[src/dlx_consts.svh]
`ifndef DLX_CONSTS_SVH
`define DLX_CONSTS_SVH

// Datapath sizes, fixed by the instruction set
`define DLX_DATA_W 32
`define DLX_NREGS  32
`define DLX_REG_W  5

// Instruction word field widths
`define DLX_OPC_W  6
`define DLX_IMM_W  16
`define DLX_FUNC_W 11
`define DLX_ALU_W  4

// Primary opcodes
`define DLX_OP_RTYPE 6'h00
`define DLX_OP_ADDI  6'h08
`define DLX_OP_ANDI  6'h0c
`define DLX_OP_ORI   6'h0d
`define DLX_OP_LW    6'h23
`define DLX_OP_SW    6'h2b

// ALU operations, equal to the low nibble of the R-type func field
`define DLX_ALU_ADD 4'h0
`define DLX_ALU_SUB 4'h2
`define DLX_ALU_AND 4'h4
`define DLX_ALU_OR  4'h5

`endif

[src/dlx_pkg.sv]
`include "dlx_consts.svh"

package dlx_pkg;

	// R-type layout, destination in the third register field
	typedef struct packed {
		logic [`DLX_OPC_W-1:0]  opcode;
		logic [`DLX_REG_W-1:0]  rs1;
		logic [`DLX_REG_W-1:0]  rs2;
		logic [`DLX_REG_W-1:0]  rd;
		logic [`DLX_FUNC_W-1:0] func;
	} dlx_r_fmt_t;

	// I-type layout, destination in the second register field
	typedef struct packed {
		logic [`DLX_OPC_W-1:0] opcode;
		logic [`DLX_REG_W-1:0] rs1;
		logic [`DLX_REG_W-1:0] rd;
		logic [`DLX_IMM_W-1:0] imm;
	} dlx_i_fmt_t;

	// One fetched word, seen through either format
	typedef union packed {
		dlx_r_fmt_t r;
		dlx_i_fmt_t i;
	} dlx_instr_u;

	// Control word built by the decoder
	typedef struct packed {
		logic                  r_type;
		logic                  reg_wr;
		logic                  use_imm;
		logic                  mem_rd;
		logic                  mem_wr;
		logic [`DLX_ALU_W-1:0] alu_op;
	} dlx_ctrl_t;

	// Write-back request from the end of the pipeline
	typedef struct packed {
		logic                   reg_wr;
		logic                   r_type;
		logic [`DLX_REG_W-1:0]  rs2_wb;
		logic [`DLX_REG_W-1:0]  rd_wb;
		logic [`DLX_DATA_W-1:0] busW;
	} dlx_wb_t;

	// Packet handed to execute
	typedef struct packed {
		dlx_ctrl_t              ctrl;
		logic [`DLX_DATA_W-1:0] a_val;
		logic [`DLX_DATA_W-1:0] b_val;
		// Second ALU operand, b_val or the immediate
		logic [`DLX_DATA_W-1:0] opnd2;
		// Both candidate destinations travel on, r_type picks one at write-back
		logic [`DLX_REG_W-1:0]  rs2_idx;
		logic [`DLX_REG_W-1:0]  rd_idx;
	} dlx_id_ex_t;

endpackage

[src/id_ex_latch.sv]
`include "dlx_consts.svh"

module id_ex_latch
	import dlx_pkg::*;
(
	input  logic                   clk,
	input  logic                   rst_n,
	input  logic                   if_valid,
	input  dlx_ctrl_t              ctrl,
	input  logic [`DLX_DATA_W-1:0] busA,
	input  logic [`DLX_DATA_W-1:0] busB,
	input  logic [`DLX_DATA_W-1:0] imm_ext,
	input  logic [`DLX_REG_W-1:0]  rs2_idx,
	input  logic [`DLX_REG_W-1:0]  rd_idx,
	output logic                   ex_valid,
	output dlx_id_ex_t             ex_pkt
);

	logic [`DLX_DATA_W-1:0] opnd2;
	dlx_id_ex_t             pkt_d;

	// Operand B mux ahead of execute
	assign opnd2 = ctrl.use_imm ? imm_ext : busB;

	always_comb begin
		pkt_d.ctrl    = ctrl;
		pkt_d.a_val   = busA;
		pkt_d.b_val   = busB;
		pkt_d.opnd2   = opnd2;
		pkt_d.rs2_idx = rs2_idx;
		pkt_d.rd_idx  = rd_idx;
	end

	always_ff @(posedge clk) begin
		if (!rst_n) begin
			ex_valid    <= 1'b0;
			ex_pkt.ctrl <= '0;
		end else begin
			ex_valid <= if_valid;
			if (if_valid) begin
				ex_pkt <= pkt_d;
			end else begin
				// Bubble, drop the controls so nothing downstream writes
				ex_pkt.ctrl <= '0;
			end
		end
	end

endmodule

[src/id_stage.sv]
`include "dlx_consts.svh"

module id_stage
	import dlx_pkg::*;
(
	input  logic       clk,
	input  logic       rst_n,
	input  logic       if_valid,
	input  dlx_instr_u if_instr,
	input  dlx_wb_t    wb,
	output logic       ex_valid,
	output dlx_id_ex_t ex_pkt
);

	// Decoder outputs
	logic [`DLX_REG_W-1:0]  rs1_idx;
	logic [`DLX_REG_W-1:0]  rs2_idx;
	logic [`DLX_REG_W-1:0]  rd_idx;
	logic [`DLX_DATA_W-1:0] imm_ext;
	dlx_ctrl_t              ctrl;

	// Register file read data
	logic [`DLX_DATA_W-1:0] busA;
	logic [`DLX_DATA_W-1:0] busB;

	instr_decoder i_instr_decoder (
		.instr   (if_instr),
		.rs1_idx (rs1_idx),
		.rs2_idx (rs2_idx),
		.rd_idx  (rd_idx),
		.imm_ext (imm_ext),
		.ctrl    (ctrl)
	);

	// Write port is fed from the end of the pipeline
	reg_file_pipe i_reg_file_pipe (
		.clk    (clk),
		.rst_n  (rst_n),
		.rs     (rs1_idx),
		.rs2    (rs2_idx),
		.rs2_wb (wb.rs2_wb),
		.rd_wb  (wb.rd_wb),
		.busW   (wb.busW),
		.r_type (wb.r_type),
		.reg_wr (wb.reg_wr),
		.busA   (busA),
		.busB   (busB)
	);

	id_ex_latch i_id_ex_latch (
		.clk      (clk),
		.rst_n    (rst_n),
		.if_valid (if_valid),
		.ctrl     (ctrl),
		.busA     (busA),
		.busB     (busB),
		.imm_ext  (imm_ext),
		.rs2_idx  (rs2_idx),
		.rd_idx   (rd_idx),
		.ex_valid (ex_valid),
		.ex_pkt   (ex_pkt)
	);

endmodule

[src/instr_decoder.sv]
`include "dlx_consts.svh"

module instr_decoder
	import dlx_pkg::*;
(
	input  dlx_instr_u             instr,
	output logic [`DLX_REG_W-1:0]  rs1_idx,
	output logic [`DLX_REG_W-1:0]  rs2_idx,
	output logic [`DLX_REG_W-1:0]  rd_idx,
	output logic [`DLX_DATA_W-1:0] imm_ext,
	output dlx_ctrl_t              ctrl
);

	logic [`DLX_OPC_W-1:0] opcode;
	logic                  is_rtype;

	// Opcode sits at the same place in both views
	assign opcode   = instr.r.opcode;
	assign is_rtype = (opcode == `DLX_OP_RTYPE);

	// Source fields line up in both formats, the r view serves for reads
	assign rs1_idx = instr.r.rs1;
	assign rs2_idx = instr.r.rs2;

	// Third field for R-type, second field for I-type
	assign rd_idx = is_rtype ? instr.r.rd : instr.i.rd;

	// Immediate is always sign-extended, even for the logical ops
	assign imm_ext = {{(`DLX_DATA_W-`DLX_IMM_W){instr.i.imm[`DLX_IMM_W-1]}}, instr.i.imm};

	always_comb begin
		// Safe default, no write and no memory access
		ctrl         = '0;
		ctrl.alu_op  = `DLX_ALU_ADD;

		case (opcode)
			`DLX_OP_RTYPE: begin
				ctrl.r_type = 1'b1;
				ctrl.reg_wr = 1'b1;
				// ALU operation comes straight from the func field
				ctrl.alu_op = instr.r.func[`DLX_ALU_W-1:0];
			end

			`DLX_OP_ADDI: begin
				ctrl.reg_wr  = 1'b1;
				ctrl.use_imm = 1'b1;
				ctrl.alu_op  = `DLX_ALU_ADD;
			end

			`DLX_OP_ANDI: begin
				ctrl.reg_wr  = 1'b1;
				ctrl.use_imm = 1'b1;
				ctrl.alu_op  = `DLX_ALU_AND;
			end

			`DLX_OP_ORI: begin
				ctrl.reg_wr  = 1'b1;
				ctrl.use_imm = 1'b1;
				ctrl.alu_op  = `DLX_ALU_OR;
			end

			// Address is base plus offset in both memory ops
			`DLX_OP_LW: begin
				ctrl.reg_wr  = 1'b1;
				ctrl.use_imm = 1'b1;
				ctrl.mem_rd  = 1'b1;
				ctrl.alu_op  = `DLX_ALU_ADD;
			end

			`DLX_OP_SW: begin
				ctrl.use_imm = 1'b1;
				ctrl.mem_wr  = 1'b1;
				ctrl.alu_op  = `DLX_ALU_ADD;
			end

			// Unknown opcode behaves as a bubble
			default: begin
				ctrl.reg_wr = 1'b0;
				ctrl.mem_rd = 1'b0;
				ctrl.mem_wr = 1'b0;
			end
		endcase
	end

endmodule

[src/reg_file_pipe.sv]
`include "dlx_consts.svh"

module reg_file_pipe (
	input  logic                   clk,
	input  logic                   rst_n,
	// Read addresses
	input  logic [`DLX_REG_W-1:0]  rs,
	input  logic [`DLX_REG_W-1:0]  rs2,
	// Write port
	input  logic [`DLX_REG_W-1:0]  rs2_wb,
	input  logic [`DLX_REG_W-1:0]  rd_wb,
	input  logic [`DLX_DATA_W-1:0] busW,
	// Destination select, rd_wb when set and rs2_wb otherwise
	input  logic                   r_type,
	input  logic                   reg_wr,
	// Read data
	output logic [`DLX_DATA_W-1:0] busA,
	output logic [`DLX_DATA_W-1:0] busB
);

	// Register 0 has no storage, it is hardwired to zero
	logic [`DLX_DATA_W-1:0] regs [1:`DLX_NREGS-1];

	logic [`DLX_REG_W-1:0] wr_dest;
	logic                  wr_en;

	// Destination field depends on the format of the writing instruction
	assign wr_dest = r_type ? rd_wb : rs2_wb;

	// Writes to register 0 are dropped
	assign wr_en = reg_wr && (wr_dest != '0);

	always_ff @(posedge clk) begin
		if (!rst_n) begin
			for (int i = 1; i < `DLX_NREGS; i++) begin
				regs[i] <= '0;
			end
		end else if (wr_en) begin
			regs[wr_dest] <= busW;
		end
	end

	// Combinational reads, a write in this cycle is seen only after the edge
	always_comb begin
		if (rs == '0) begin
			busA = '0;
		end else begin
			busA = regs[rs];
		end
	end

	always_comb begin
		if (rs2 == '0) begin
			busB = '0;
		end else begin
			busB = regs[rs2];
		end
	end

endmodule

[config.mk]
export PLATFORM = sky130hd
export DESIGN_NAME = id_stage
export DESIGN_NICKNAME = d
export VERILOG_FILES = /design/src/dlx_pkg.sv /design/src/id_ex_latch.sv /design/src/id_stage.sv /design/src/instr_decoder.sv /design/src/reg_file_pipe.sv
export VERILOG_INCLUDE_DIRS = /design/src
export SDC_FILE = /design/constraint.sdc
export NUM_CORES = 2
export LEC_CHECK = 0
export BUFFER_PORTS_ARGS = -buffer_cell sky130_fd_sc_hd__clkbuf_2
export CORE_AREA = 3 3 387 389
export CTS_BUF_LIST = sky130_fd_sc_hd__clkbuf_8
export DETAILED_ROUTE_END_ITERATION = 6
export DIE_AREA = 0 0 390 392
export PLACE_DENSITY_LB_ADDON = 0.25
export SYNTH_ARGS = -nofsm -noshare
export SYNTH_HDL_FRONTEND = slang
export SYNTH_SLANG_ARGS = --single-unit
export TNS_END_PERCENT = 5
[constraint.sdc]
create_clock -name clk -period 9.08 [get_ports clk]
set_clock_uncertainty 0.2 [all_clocks]
set_input_delay 0.454 -clock clk [delete_from_list [all_inputs] [get_ports clk]]
set_output_delay 0.454 -clock clk [all_outputs]
set_load 0.02 [all_outputs]
==> impl_metrics.py <==
metrics = {
    "outcome": {
        "outcome": "complete, no violations",
    },
    "clock_tree": {
        "path_clk_slew_ps": 60,
        "root_buffer": "clkbuf_8",
        "clk_latency_ps": 920,
        "cts_made_buffers": 195,
        "cts_tree": "built",
        "cts_sinks": 1140,
        "h-tree-depth": 4,
        "cts_buffer_depth": 3,
        "post_cts_buffers": 0,
    },
    "worst_setup_path": {
        "cp_cell_sequence": "dlygate4sd3_1 -> buf_8 -> buf_4 -> mux4_2 -> a22o_1 -> a2111oi_1 -> o32ai_1",
        "critPathRequiredTime_ps": 9480,
        "criticalPathCategory": "input pin to flip-flop",
        "arrival_ps": 4490,
        "startpoint_type": "input pin",
        "crit_fanout": 45,
        "critPathMaxStageDelay_ps": 1040,
        "crit_path_end_kind": "flip-flop",
        "critPathSlowestCell": "a2111oi_1",
    },
    "timing": {
        "hold_viol": 0,
        "rsz0062_at_grt": "false",
        "max_freq_ghz": 0.2441,
        "min_period_ps": 4096,
        "slew-limit-headroom": 0.1531,
        "maxSlewViolCount": 0,
        "worstMarginPinSlew_ps": 1270,
        "tns_ps": 0,
        "fin_crit_sh": 0.4511,
        "setup_viol": 0,
    },
    "global_route": {
        "top_usage_layer": "met2",
        "grtUsageTotal": 0.2577,
        "grt_pass1_vias": 36110,
        "grt_util_met1": 0.3644,
        "antenna_found_initial": 12,
        "grt_pass1_wl_um": 279100,
        "met2_usage": 0.3912,
        "grt_use_met3": 0.05775,
        "grt_max_degree": 103,
        "grt.overflow.total": 0,
    },
    "floorplanning": {
        "die_w_um": 390,
        "coreArea_um2": 147100,
        "die_area_um2": 152900,
        "start_util": 0.3973,
        "die_h_um": 392,
        "io_pins": 195,
        "rows": 141,
    },
    "routing": {
        "routed_wl_um": 197600,
        "ant_nets": 0,
        "dr.pass1.iters": 5,
        "drtIter0Drc": 4432,
        "viasPerCell": 6.079,
        "wire_per_inst_um": 33.23,
        "drc": 0,
        "num_vias": 36150,
    },
    "logic_synthesis": {
        "synth-simple-area-share": 0.1207,
        "synthFlopType": "edfxtp_1",
        "synth_top_family_by_area": "multiplexers",
        "netlist_area_um2": 58460,
        "synthMuxAreaShare": 0.2250,
        "synth_area_leader_cell": "edfxtp_1",
        "yosys_warnings": 0,
        "ys_seq_area_frac": 0.5839,
        "synth.ff_latch_count": 1140,
        "synth.avg_cell_area_um2": 15.90,
        "synth_compound_area_frac": 0.03902,
        "async_reset_ff_frac": 0,
        "syn_inst": 3676,
        "synth_xor_area_frac": 0,
        "synth_fa_ha_area_frac": 0,
        "synthTopCellsByCount": "1,130 x edfxtp_1, 993 x and2_1, 478 x mux4_2",
        "netlist_top_cells_area": "edfxtp_1 58%, mux4_2 18%, and2_1 11%, mux2i_1 4.0%, clkbuf_1 1.8%",
        "synth.most_common_cell": "edfxtp_1",
        "synth_edf_count": 1130,
        "synth_cell_types": 50,
        "synth_top_area_share": 0.5805,
    },
    "pwr": {
        "ir_drop_mv": 0.1692,
        "p_leak_nw": 23.08,
        "powerDensity_nw_per_um2": 185.9,
    },
    "finish": {
        "regArea_um2": 34130,
        "final_nets": 3928,
        "multi_input_area_um2": 22930,
        "fill_cells": 12910,
        "drive_gt1_frac": 0.2737,
        "area_growth_syn_to_layout_pct": 11.88,
        "final_core_util": 0.4445,
    },
    "placed_design": {
        "gp_congestion": 0.8710,
        "dp_hpwl_um": 117400,
        "port_buffers": 194,
    },
    "min_path": {
        "hp-class": "input pin to flip-flop",
    },
    "run": {
        "maxCapViolations": 0,
    },
}
==> worst paths after layout <==
path                                               from                                     to  slack (ps)  cells after the start
max                                        if_instr[16]     i_id_ex_latch.ex_pkt[23]$_DFFE_PP_        4980                      7
min                                              wb[12]  i_reg_file_pipe.regs[0][12]$_DFFE_PP_          90                      1
max reg2reg  i_reg_file_pipe.regs[15][13]$_SDFFCE_PN0P_     i_id_ex_latch.ex_pkt[23]$_DFFE_PP_        6190                      4
min reg2reg       i_reg_file_pipe.regs[0][18]$_DFFE_PP_     i_id_ex_latch.ex_pkt[60]$_DFFE_PP_         720                      3
==> worst max-delay path, delay by kind of cell <==
| family | cells | cell delay [ps] |
|---|---|---|
| AO/OA/AOI/OAI | 3 | 1500 |
| multiplexers | 1 | 600 |
| buffers and inverters | 3 | 1780 |
==> per-layer routing <==
layer | share of wire | routed length (µm) | up-vias
li1 | - | - | 14660
met1 | 0.41 | 81130 | 18990
met2 | 0.45 | 89480 | 2149
met3 | 0.099 | 19560 | 350
met4 | 0.038 | 7414 | 2
met5 | 0.000086 | 17 | -
==> cells by family (layout without fill, tap and decap cells) <==
kind of cell / after synthesis / count (layout)
DFF: 1140 / 1140
and+or+nand+nor: 1135 / 1135
muxes: 716 / 716
buffers and inverters: 413 / 717
AOI/OAI and AO/OA: 271 / 271
other: 1 / 38
==> state kept, by name (all words and copies together) (netlist names) <==
register and count:
i_id_ex_latch.ex_pkt 115, i_reg_file_pipe.regs 1024, i_id_ex_latch.ex_valid 1
==> final cells by class <==
cell class,instances,share of cell area
Clock buffer,205,0.04314
Sequential cell,1140,0.5219
Multi-Input combinational cell,2154,0.3507
Timing Repair Buffer,335,0.03453
Inverter,23,0.001358
Antenna cell,6,0.0002296
Clock inverter,154,0.01121
Tap cell,1930,0.03692
==> stage by stage <==
stage	cell area, µm²	worst slack, ps	instances	hold WS (ps)	power, mW
2_1_floorplan	58570	5759	3707	333.3	7.216
3_3_place_gp	61430	4725	5542	472.1	7.831
3_5_place_dp	61430	4722	5542	472.9	7.844
4_1_cts	65380	5073	5941	7.037	12.20
5_1_grt	65390	4918	5942	84.38	12.53
6_report	65400	4984	5947	94.92	12.16
==> cell usage in the layout, fill, tap and decap left out, drive strengths merged, types with 17 or more instances in the layout <==
cell type | synthesis | final
buf | 112 | 110
nand2b | 33 | 33
conb | 1 | 32
a211oi | 32 | 32
nor3 | 65 | 65
edfxtp | 1130 | 1130
mux2i | 236 | 236
o221ai | 32 | 32
clkinv | 0 | 81
a2111oi | 30 | 30
o31ai | 17 | 17
o22ai | 30 | 30
a22o | 96 | 96
and2 | 993 | 993
dlygate4sd3 | 0 | 40
mux4 | 478 | 478
inv | 23 | 89
clkbuf | 278 | 390
==> where the power goes <==
part	switching [mW]	internal (mW)	total (mW)	leakage, nW
Sequential	0.162	6.10	6.27	10.8
Combinational	0.913	0.588	1.50	10.2
Clock	2.22	2.17	4.39	2.05
==> what timing repair did <==
action                                 CTS  global route
resized for setup                        0             0
hold buffers                            40             0
endpoints found under the hold margin   56             0
Note: power is estimated with default switching activity, not from simulation.
